==> src/logic/rfPipe_params.svh <==
`ifndef RF_PIPE_PARAMS_SVH
`define RF_PIPE_PARAMS_SVH

// data word width in bits
`define RF_DATA_W 32

// register index width
`define RF_ADDR_W 5

// byte lanes per word, one write enable each
`define RF_BYTES 4

// number of architectural registers, r0 reads as zero
`define RF_DEPTH 32

// cycles a MUL occupies the MEM stage
`define MUL_CYCLES 3

`endif

==> src/logic/opPkg.sv <==
`default_nettype none

package opPkg;

    // operations understood by the exec unit
    typedef enum logic [2:0] {
        OP_ADD  = 3'd0,
        OP_OR   = 3'd1,
        OP_XOR  = 3'd2,
        // copies source 1
        OP_PASS = 3'd3,
        // multi-cycle, low word of the product
        OP_MUL  = 3'd4
    } opT;

    // issue controller states
    typedef enum logic {
        ST_RUN     = 1'b0,
        // MUL sits in MEM, front of the pipe frozen
        ST_MULWAIT = 1'b1
    } ctlStateT;

endpackage

`default_nettype wire

==> src/logic/regPkg.sv <==
`default_nettype none

`include "rfPipe_params.svh"

package regPkg;

    import opPkg::*;

    typedef logic [`RF_ADDR_W-1:0] regAddrT;
    typedef logic [`RF_DATA_W-1:0] regWordT;
    // one bit per byte lane, all zero means no write
    typedef logic [`RF_BYTES-1:0]  byteMaskT;

    // control fields that ride along every stage
    typedef struct packed {
        opT       op;
        regAddrT  dest;
        byteMaskT mask;
    } stageCtlT;

    // EX holds the operands read at issue
    typedef struct packed {
        stageCtlT ctl;
        regWordT  opA;
        regWordT  opB;
    } exPayloadT;

    // MEM adds the registered result, a MUL product lands here on entry
    typedef struct packed {
        stageCtlT ctl;
        regWordT  opA;
        regWordT  opB;
        regWordT  result;
    } memPayloadT;

    // WB only needs what gets written back
    typedef struct packed {
        stageCtlT ctl;
        regWordT  result;
    } wbPayloadT;

endpackage

`default_nettype wire

==> src/logic/execUnit.sv <==
`default_nettype none

module execUnit import opPkg::*, regPkg::*; (
    input  opT      op,
    input  regWordT opA,
    input  regWordT opB,
    output regWordT result
);

    regWordT sum;
    regWordT product;

    assign sum = opA + opB;

    // only the low word is kept, MEM registers it on entry
    assign product = opA * opB;

    always_comb begin
        case (op)
            OP_ADD: begin
                result = sum;
            end
            OP_OR: begin
                result = opA | opB;
            end
            OP_XOR: begin
                result = opA ^ opB;
            end
            OP_PASS: begin
                // source 1 straight through
                result = opA;
            end
            OP_MUL: begin
                result = product;
            end
            default: begin
                result = '0;
            end
        endcase
    end

endmodule

`default_nettype wire

==> src/logic/issueCtrl.sv <==
`default_nettype none

module issueCtrl import opPkg::*; (
    input  logic clk,
    input  logic rst,
    input  logic instValid,
    output logic instReady,
    input  logic hazardEx,
    input  logic hazardMem,
    // a valid MUL is the next thing to enter MEM
    input  logic memIsMul,
    input  logic mulDone,
    output logic mulStart,
    output logic exHold,
    output logic exBubble,
    output logic memHold,
    output logic wbBubble
);

    ctlStateT state;
    ctlStateT nextState;

    // low until the first edge after reset release
    logic started;
    logic advance;

    // pipe moves when running, or in the cycle the MUL finishes
    assign advance = (state == ST_RUN) || mulDone;

    assign instReady = started && advance && !hazardEx && !hazardMem;

    // frozen front end while the MUL counts
    assign exHold  = !advance;
    assign memHold = !advance;
    assign wbBubble = !advance;

    // EX loads an empty slot whenever nothing is accepted
    assign exBubble = advance && !(instValid && instReady);

    // timer starts as the MUL moves from EX into MEM
    assign mulStart = advance && memIsMul;

    always_comb begin
        nextState = state;
        if (mulStart) begin
            nextState = ST_MULWAIT;
        end else if (mulDone) begin
            nextState = ST_RUN;
        end
    end

    always_ff @(posedge clk or posedge rst) begin
        if (rst) begin
            state   <= ST_RUN;
            started <= 1'b0;
        end else begin
            state   <= nextState;
            started <= 1'b1;
        end
    end

endmodule

`default_nettype wire

==> src/logic/mulTimer.sv <==
`default_nettype none

`include "rfPipe_params.svh"

module mulTimer (
    input  logic clk,
    input  logic rst,
    input  logic mulStart,
    output logic mulDone
);

    localparam int cntW = $clog2(`MUL_CYCLES + 1);

    logic [cntW-1:0] count;
    logic            busy;

    // start reloads even in the done cycle, for back-to-back MULs
    always_ff @(posedge clk or posedge rst) begin
        if (rst) begin
            busy  <= 1'b0;
            count <= '0;
        end else if (mulStart) begin
            busy  <= 1'b1;
            count <= cntW'(`MUL_CYCLES - 1);
        end else if (busy) begin
            if (count == '0) begin
                busy <= 1'b0;
            end else begin
                count <= count - 1'b1;
            end
        end
    end

    // last MEM cycle of the MUL
    assign mulDone = busy && (count == '0);

endmodule

`default_nettype wire

==> src/logic/pipeStage.sv <==
`default_nettype none

module pipeStage #(
    parameter type payloadT = logic
) (
    input  logic    clk,
    input  logic    rst,
    input  logic    inValid,
    input  payloadT inData,
    input  logic    hold,
    input  logic    bubble,
    output logic    outValid,
    output payloadT outData
);

    // hold keeps the current entry, bubble loads an empty slot
    always_ff @(posedge clk or posedge rst) begin
        if (rst) begin
            outValid <= 1'b0;
        end else if (!hold) begin
            outValid <= bubble ? 1'b0 : inValid;
        end
    end

    // payload only meaningful with outValid
    always_ff @(posedge clk) begin
        if (!hold && !bubble) begin
            outData <= inData;
        end
    end

endmodule

`default_nettype wire

==> src/logic/regFile.sv <==
`default_nettype none

`include "rfPipe_params.svh"

module regFile import regPkg::*; (
    input  logic     clk,
    input  logic     rst,
    input  logic     re1,
    input  regAddrT  rAddr1,
    output regWordT  rData1,
    input  logic     re2,
    input  regAddrT  rAddr2,
    output regWordT  rData2,
    // writeback port, driven from WB
    input  byteMaskT we,
    input  regAddrT  wAddr,
    input  regWordT  wData,
    // younger writers for forwarding
    input  byteMaskT exMask,
    input  regAddrT  exDest,
    input  regWordT  exData,
    input  logic     exIsMul,
    input  byteMaskT memMask,
    input  regAddrT  memDest,
    input  regWordT  memData,
    input  logic     memMulPending,
    output logic     hazardEx,
    output logic     hazardMem
);

    localparam int byteW = `RF_DATA_W / `RF_BYTES;

    regWordT regs [`RF_DEPTH];

    logic srcValid1;
    logic srcValid2;

    // byte-masked writeback, r0 is never written
    always_ff @(posedge clk or posedge rst) begin
        if (rst) begin
            for (int i = 0; i < `RF_DEPTH; i++) begin
                regs[i] <= '0;
            end
        end else begin
            for (int b = 0; b < `RF_BYTES; b++) begin
                if (we[b] && (wAddr != '0)) begin
                    regs[wAddr][b*byteW +: byteW] <= wData[b*byteW +: byteW];
                end
            end
        end
    end

    // per byte, youngest matching writer wins: EX, then MEM, then WB, then array
    function automatic regWordT fwdRead(input logic re, input regAddrT addr);
        regWordT  word;
        byteMaskT exHit;
        byteMaskT memHit;
        byteMaskT wbHit;
        exHit  = exMask  & {`RF_BYTES{addr == exDest}};
        memHit = memMask & {`RF_BYTES{addr == memDest}};
        wbHit  = we      & {`RF_BYTES{addr == wAddr}};
        for (int b = 0; b < `RF_BYTES; b++) begin
            if (!re || (addr == '0)) begin
                word[b*byteW +: byteW] = '0;
            end else if (exHit[b]) begin
                word[b*byteW +: byteW] = exData[b*byteW +: byteW];
            end else if (memHit[b]) begin
                word[b*byteW +: byteW] = memData[b*byteW +: byteW];
            end else if (wbHit[b]) begin
                word[b*byteW +: byteW] = wData[b*byteW +: byteW];
            end else begin
                word[b*byteW +: byteW] = regs[addr][b*byteW +: byteW];
            end
        end
        return word;
    endfunction

    always_comb begin
        rData1 = fwdRead(re1, rAddr1);
        rData2 = fwdRead(re2, rAddr2);
    end

    // r0 and disabled ports never cause a stall
    assign srcValid1 = re1 && (rAddr1 != '0);
    assign srcValid2 = re2 && (rAddr2 != '0);

    // MUL in EX has no usable result yet
    assign hazardEx = exIsMul && (exMask != '0) &&
                      ((srcValid1 && (rAddr1 == exDest)) ||
                       (srcValid2 && (rAddr2 == exDest)));

    // MUL in MEM still counting
    assign hazardMem = memMulPending &&
                       ((srcValid1 && (rAddr1 == memDest)) ||
                        (srcValid2 && (rAddr2 == memDest)));

endmodule

`default_nettype wire

==> src/logic/rfPipeTop.sv <==
`default_nettype none

module rfPipeTop import opPkg::*, regPkg::*; (
    input  logic     clk,
    input  logic     rst,
    input  logic     instValid,
    output logic     instReady,
    input  opT       instOp,
    input  regAddrT  instDest,
    input  regAddrT  instSrc1,
    input  regAddrT  instSrc2,
    input  byteMaskT instMask,
    output logic     retireValid,
    output regAddrT  retireDest,
    output byteMaskT retireMask,
    output regWordT  retireData
);

    regWordT    rData1;
    regWordT    rData2;
    regWordT    exResult;
    logic       hazardEx;
    logic       hazardMem;
    logic       mulStart;
    logic       mulDone;
    logic       exHold;
    logic       exBubble;
    logic       memHold;
    logic       wbBubble;

    exPayloadT  exIn;
    exPayloadT  exOut;
    logic       exValid;
    memPayloadT memIn;
    memPayloadT memOut;
    logic       memValid;
    wbPayloadT  wbIn;
    wbPayloadT  wbOut;
    logic       wbValid;

    // stage masks only count while the stage is valid
    byteMaskT   exMaskV;
    byteMaskT   memMaskV;
    byteMaskT   wbMaskV;
    logic       exIsMul;
    logic       memMulPending;

    assign exMaskV  = exValid  ? exOut.ctl.mask  : '0;
    assign memMaskV = memValid ? memOut.ctl.mask : '0;
    assign wbMaskV  = wbValid  ? wbOut.ctl.mask  : '0;

    // EX MUL is also the one about to enter MEM
    assign exIsMul       = exValid && (exOut.ctl.op == OP_MUL);
    assign memMulPending = memValid && (memOut.ctl.op == OP_MUL) && !mulDone;

    // operands are read in the issue cycle
    assign exIn = '{ctl: '{op: instOp, dest: instDest, mask: instMask},
                    opA: rData1, opB: rData2};
    assign memIn = '{ctl: exOut.ctl, opA: exOut.opA, opB: exOut.opB, result: exResult};
    assign wbIn  = '{ctl: memOut.ctl, result: memOut.result};

    regFile rf (
        .clk(clk), .rst(rst),
        .re1(instValid), .rAddr1(instSrc1), .rData1(rData1),
        .re2(instValid), .rAddr2(instSrc2), .rData2(rData2),
        .we(wbMaskV), .wAddr(wbOut.ctl.dest), .wData(wbOut.result),
        .exMask(exMaskV), .exDest(exOut.ctl.dest), .exData(exResult), .exIsMul(exIsMul),
        .memMask(memMaskV), .memDest(memOut.ctl.dest), .memData(memOut.result),
        .memMulPending(memMulPending),
        .hazardEx(hazardEx), .hazardMem(hazardMem)
    );

    issueCtrl ctrl (
        .clk(clk), .rst(rst),
        .instValid(instValid), .instReady(instReady),
        .hazardEx(hazardEx), .hazardMem(hazardMem),
        .memIsMul(exIsMul), .mulDone(mulDone), .mulStart(mulStart),
        .exHold(exHold), .exBubble(exBubble), .memHold(memHold), .wbBubble(wbBubble)
    );

    mulTimer timer (.clk(clk), .rst(rst), .mulStart(mulStart), .mulDone(mulDone));

    execUnit alu (.op(exOut.ctl.op), .opA(exOut.opA), .opB(exOut.opB), .result(exResult));

    pipeStage #(.payloadT(exPayloadT)) exStage (
        .clk(clk), .rst(rst), .inValid(instValid), .inData(exIn),
        .hold(exHold), .bubble(exBubble), .outValid(exValid), .outData(exOut)
    );

    // MEM never inserts its own bubbles
    pipeStage #(.payloadT(memPayloadT)) memStage (
        .clk(clk), .rst(rst), .inValid(exValid), .inData(memIn),
        .hold(memHold), .bubble(1'b0), .outValid(memValid), .outData(memOut)
    );

    // WB never stalls, writeback cannot wait
    pipeStage #(.payloadT(wbPayloadT)) wbStage (
        .clk(clk), .rst(rst), .inValid(memValid), .inData(wbIn),
        .hold(1'b0), .bubble(wbBubble), .outValid(wbValid), .outData(wbOut)
    );

    assign retireValid = wbValid;
    assign retireDest  = wbOut.ctl.dest;
    assign retireMask  = wbOut.ctl.mask;
    assign retireData  = wbOut.result;

endmodule

`default_nettype wire

==> config.mk <==
export PLATFORM = sky130hd
export DESIGN_NAME = rfPipeTop
export DESIGN_NICKNAME = d
export VERILOG_FILES = /design/src/logic/opPkg.sv /design/src/logic/regPkg.sv /design/src/logic/execUnit.sv /design/src/logic/issueCtrl.sv /design/src/logic/mulTimer.sv /design/src/logic/pipeStage.sv /design/src/logic/regFile.sv /design/src/logic/rfPipeTop.sv
export VERILOG_INCLUDE_DIRS = /design/src /design/src/logic
export SDC_FILE = /design/constraint.sdc
export NUM_CORES = 2
export LEC_CHECK = 0
export BUFFER_PORTS_ARGS = -buffer_cell sky130_fd_sc_hd__buf_4
export CAP_MARGIN = 10
export CORE_MARGIN = 2
export CORE_UTILIZATION = 65
export DETAILED_ROUTE_END_ITERATION = 10
export PLACE_DENSITY = 0.82
export SETUP_SLACK_MARGIN = 0.15
export SKIP_LAST_GASP = 1
export SYNTH_ARGS = -nofsm -noshare
export SYNTH_HDL_FRONTEND = slang
export SYNTH_HIERARCHICAL = 1
export SYNTH_SLANG_ARGS = --single-unit
==> constraint.sdc <==
create_clock -name clk -period 45.7 [get_ports clk]
set_input_delay 9.14 -clock clk [delete_from_list [all_inputs] [get_ports clk]]
set_output_delay 9.14 -clock clk [all_outputs]
set_load 0.005 [all_outputs]
* Word-level counts from Yosys, hierarchy flattened
Index checks and enable logic that the tools add are counted.
Widths: inputs -> output; s select.
** Operators by class
- Reductions and logical operators :: 47
- Muxes and demuxes :: 60
- Multipliers :: 1
- Bitwise gates (word level) :: 12
- $lt $le $gt $ge :: 4
- Add/subtract/negate cells :: 2
- Eq/ne operators :: 12
** Operators with widths (count)
- $bwmux 1024 :: 4
- $mux 1024 :: 4
- $demux 32 s5 :: 4
- $bmux 32 s5 :: 2
- $mux 8 :: 25
- $mux 32 :: 5
- $pmux 32 s5 :: 1
- $add 32x32->32 :: 1
- $mul 32x32->32 :: 1
- $or 32x32->32 :: 1
- $xor 32x32->32 :: 1
- $eq 5x5->1 :: 6
- $logic_and 1x1->1 :: 25
- $and 4x4->4 :: 6
- $mux 24 :: 1
- $ge 6x6->1 const B :: 3
- $not 5->6 :: 3
- $mux 16 :: 1
- $reduce_bool 5->1 :: 3
- $mux 4 :: 3
- $logic_not 5->1 :: 2
- $mux 1 :: 7
- $eq 3x2->1 const B :: 2
- $eq 3x3->1 const B :: 2
- other kinds (13) :: 25
** Storage, ports and cells
- Output and inout port bits :: 43
- Input bits :: 25
- Flip-flop bits (word level) :: 1193
- Logic and storage cells :: 189

* Depth between registers and ports, before layout
- Word-level depth :: 13
- Depth in mapped cells :: 30
- Gate-level depth less buffers :: 28

* Modules after synthesis
The synthesis kept the hierarchy.
** Modules (own cells, without submodules)
- regFile :: area an instance 57239.9 um^2, instances 1, cells each 3957, seq. area each 25624.6 um^2
- execUnit :: area an instance 18205.0 um^2, instances 1, cells each 2210, seq. area each 0.0 um^2
- pipeStage (memStage) :: area an instance 3294.4 um^2, instances 1, cells each 114, seq. area each 3268.1 um^2
- pipeStage (exStage) :: area an instance 2333.5 um^2, instances 1, cells each 82, seq. area each 2307.2 um^2
- pipeStage (wbStage) :: area an instance 1372.6 um^2, instances 1, cells each 50, seq. area each 1346.3 um^2
- mulTimer :: area an instance 172.7 um^2, instances 1, cells each 16, seq. area each 75.1 um^2
- issueCtrl :: area an instance 125.1 um^2, instances 1, cells each 13, seq. area each 50.0 um^2
- rfPipeTop :: area an instance 110.1 um^2, instances 1, cells each 16, seq. area each 0.0 um^2

* Worst setup path before layout
OpenSTA, ideal clock, no wires.
- Path type :: input-to-output
- Start point :: input port instSrc1[0]
- End point :: output port instReady
- Buffers on the path :: 4
- Required time :: 36.560 ns
- Cell stages on the path :: 9
- Arrival time :: 10.738 ns
- Slack :: 25.822 ns
- Cells stage by stage :: buf_6 -> buf_6 -> buf_6 -> buf_2 -> o41a_1 -> nand3_1 -> a21oi_1 -> nor2_1 -> and3_1
** Between the ends
- Word-level cells in the longest chain between the ends :: 8
- Elaborated cells between the ends (all ways) :: 14
- Classes of those cells :: 2 x eq/ne; 12 x reduce/logical
** Ends and longest elaborated chain
- from (decl) :: line rfPipeTop.sv:10 : input regAddrT instSrc1,
- $reduce_bool 5->1 :: line regFile.sv:84 : assign srcValid1 = re1 && (rAddr1 != '0);
- $logic_and 1x1->1 :: line regFile.sv:84
- $logic_and 1x1->1 * :: line regFile.sv:89 : ((srcValid1 && (rAddr1 == exDest)) ||
- $logic_or 1x1->1 * :: line regFile.sv:89
- $logic_and 1x1->1 * :: line regFile.sv:88 : assign hazardEx = exIsMul && (exMask != '0) &&
- net hazardEx :: line rfPipeTop.sv:22 : logic hazardEx;
- $logic_not 1->1 * :: line issueCtrl.sv:30 : assign instReady = started && advance && !hazardEx && !hazardMem;
- $logic_and 1x1->1 * (2 in a row) :: line issueCtrl.sv:30
- to (decl) :: line rfPipeTop.sv:7 : output logic instReady,
Mark *: on every way through the listed nets, which the timed path passes. The rest lies on a longest branch.

* Final worst setup path
- Start point :: input port instSrc1[4]
- End point :: output port instReady
The elaborated chain is that of the path after synthesis.

==> metrics.md <==
| Metric | Value |
|---|---|
| Antenna violations before repair | 5 |
| Die H | 357 µm |
| Total gr overflow | 0 |
| CTS Sinks | 1193 |
| Startpoint types | input port |
| Largest net degree at the start of global routing | about 120 |
| CTS clk-pin slew, worst paths | 0.06 ns |
| Skew final | around 0.04 ns |
| Layout cell share with drive strength beyond 1 | approximately a third |
| Number of global-route vias before repair | around 60000 |
| Routed Antenna Nets | 0 |
| DP HPWL | about 170 mm |
| WL per Instance | 32.3 µm |
| Post-CTS Hold Buffers | 0 |
| Post-CTS setup buffer count | 0 |
| Ports | ~70 |
| Minimum clock period | 20.75 ns |
| Syn Inst Count | 6391 |
| Fmax | about 0.048 GHz |
| CTS tree | done |
| Input/output buffers | 67 |
| Total global-route track usage | 40.9% |
| Worst setup path category | input port to output pin |
| Status | complete, no violations |
| Period utilization | between 40% and 50% |
| Synth Warn # | 6 |
| Fill cells | ~8400 |
| Core outline area | between 0.1 and 0.15 mm² |
| Min-Delay Path Depth | 0 |
| Die W | around 360 µm |
| Final net count | roughly 6800 |
| WP data required | 36.56 ns |
| Critical Path End Type | output pin |
| Rows | about 130 |
| Drt drc | 0 |
| Max-slew headroom | roughly 4.6% |
| DRT iter0 DRCs | 8105 |
| Maxcap violations | 0 |
| Avg Cell Area, Syn | around 13 µm² |
| Die area | about 0.13 mm² |
| Setup TNS Final | 0 ns |
| Vias per cell | between 7 and 8 |
| CTS resizes | 0 |
| Critical Path AT | roughly 12 ns |
| Clk buf depth | 3 |
| CTS Buf Count | 117 |
| Root Driver | clkbuf_16 |
| First-pass GRT wire length | 381 mm |
| Layout Utilization | a little over two thirds |
| CTS HTree Levels | 3 |
| Count of final hold-check violations | 0 |
| Final setup violation count | 0 |
| Fin. max-slew vios | 0 |
| Worst hold path type | flop to flop |
| Crit path max fanout | 25 |
| Unrepaired setup endpoints after global routing | false |
| Initial Utilization | between 60% and 70% |
| R2R depth | 26 |
| Synthesized area | 0.0808 mm² |
| Final wirelength | ~260 mm |
| Area Growth Syn to Fin | 6.59% |
| Pre-antenna DRT Iters | 8 |
| Routability cong. | 1.02 |
| Worst-margin pin slew | approximately 1.4 ns |
| Clock Latency Late Sink | about 0.77 ns |
| Vias | between 50000 and 60000 |
registers in the layout, summed over array words and instances, names as in the netlist:
signal	count
ctrl/started	1
ctrl/state	1
exStage/outData	76
exStage/outValid	1
memStage/outData	44
memStage/outValid	1
rf/regs	1024
timer/busy	1
timer/count	2
wbStage/outData	41
wbStage/outValid	1
layout make-up:
class                   instances  area, µm²  share of cell area (%)
diodes                          2       5.00                 0.00581
multi-input cells            4270      46300                    53.8
well taps                    1637       2050                    2.38
repair buffers                171       1390                    1.61
clock inverters                45        502                   0.582
clock buffers                 175       3460                    4.01
inverters                     473       1780                    2.07
flip-flops and latches       1193      30700                    35.6
worst max-delay path, stage by stage:
cell and delay, ns:
buf_4 0.27, or2_2 0.51, o41a_1 0.57, nand3_1 0.20
a21oi_1 0.08, nor2_1 0.24, and3_1 0.40, buf_4 0.18
per-layer routing:
metal	GRT usage (%)	wire length [µm]
met5	0	35
met4	23.9	18400
met3	13.0	34100
met2	59.9	113000
met1	54.1	91300
per-stage QoR:
step | setup slack [ns] | hold slack [ns] | cells | instance area [µm²]
floorplan | 7.74 | 0.418 | 6395 | 80900
global placement | 25.09 | 0.376 | 7743 | 82200
detailed placement | 25.08 | 0.382 | 7743 | 82200
CTS | 25.07 | 0.397 | 7963 | 86100
global route | 24.95 | 0.410 | 7964 | 86200
finish | 24.95 | 0.396 | 7966 | 86200
cells in the final DEF, fill, tap and decap left out, types with 57 or more instances in the layout:
| master | count |
|---|---|
| fa_1 | 409 |
| nor2_1 | 408 |
| nand2_1 | 463 |
| inv_1 | 452 |
| buf_4 | 161 |
| o22ai_1 | 77 |
| mux2_2 | 1022 |
| o21ai_0 | 106 |
| xnor2_1 | 71 |
| dfrtp_1 | 1032 |
| nand2_2 | 80 |
| xor2_1 | 57 |
| mux4_2 | 514 |
| a21oi_1 | 94 |
| mux2i_1 | 216 |
| ha_1 | 187 |
| edfxtp_1 | 161 |
| clkbuf_16 | 120 |
worst paths after layout:
path,startpoint,to,slack (ns)
max reg2reg,exStage/outData[42]$_DFFE_PP_,exStage/outData[28]$_DFFE_PP_,35.85
max,instSrc1[4],instReady,24.95
min,rf/regs[1017]$_DFFE_PP0P_,rf/regs[1017]$_DFFE_PP0P_,0.40
max in group asynchronous,rst,rf/regs[515]$_DFFE_PP0P_,33.89
min in group asynchronous,rst,memStage/outValid$_DFFE_PP0N_,8.35
min reg2reg,rf/regs[1017]$_DFFE_PP0P_,rf/regs[1017]$_DFFE_PP0P_,0.40
Power is not shown: default switching activity piles up to over one toggle a cycle in this logic, so the estimate is an artifact.
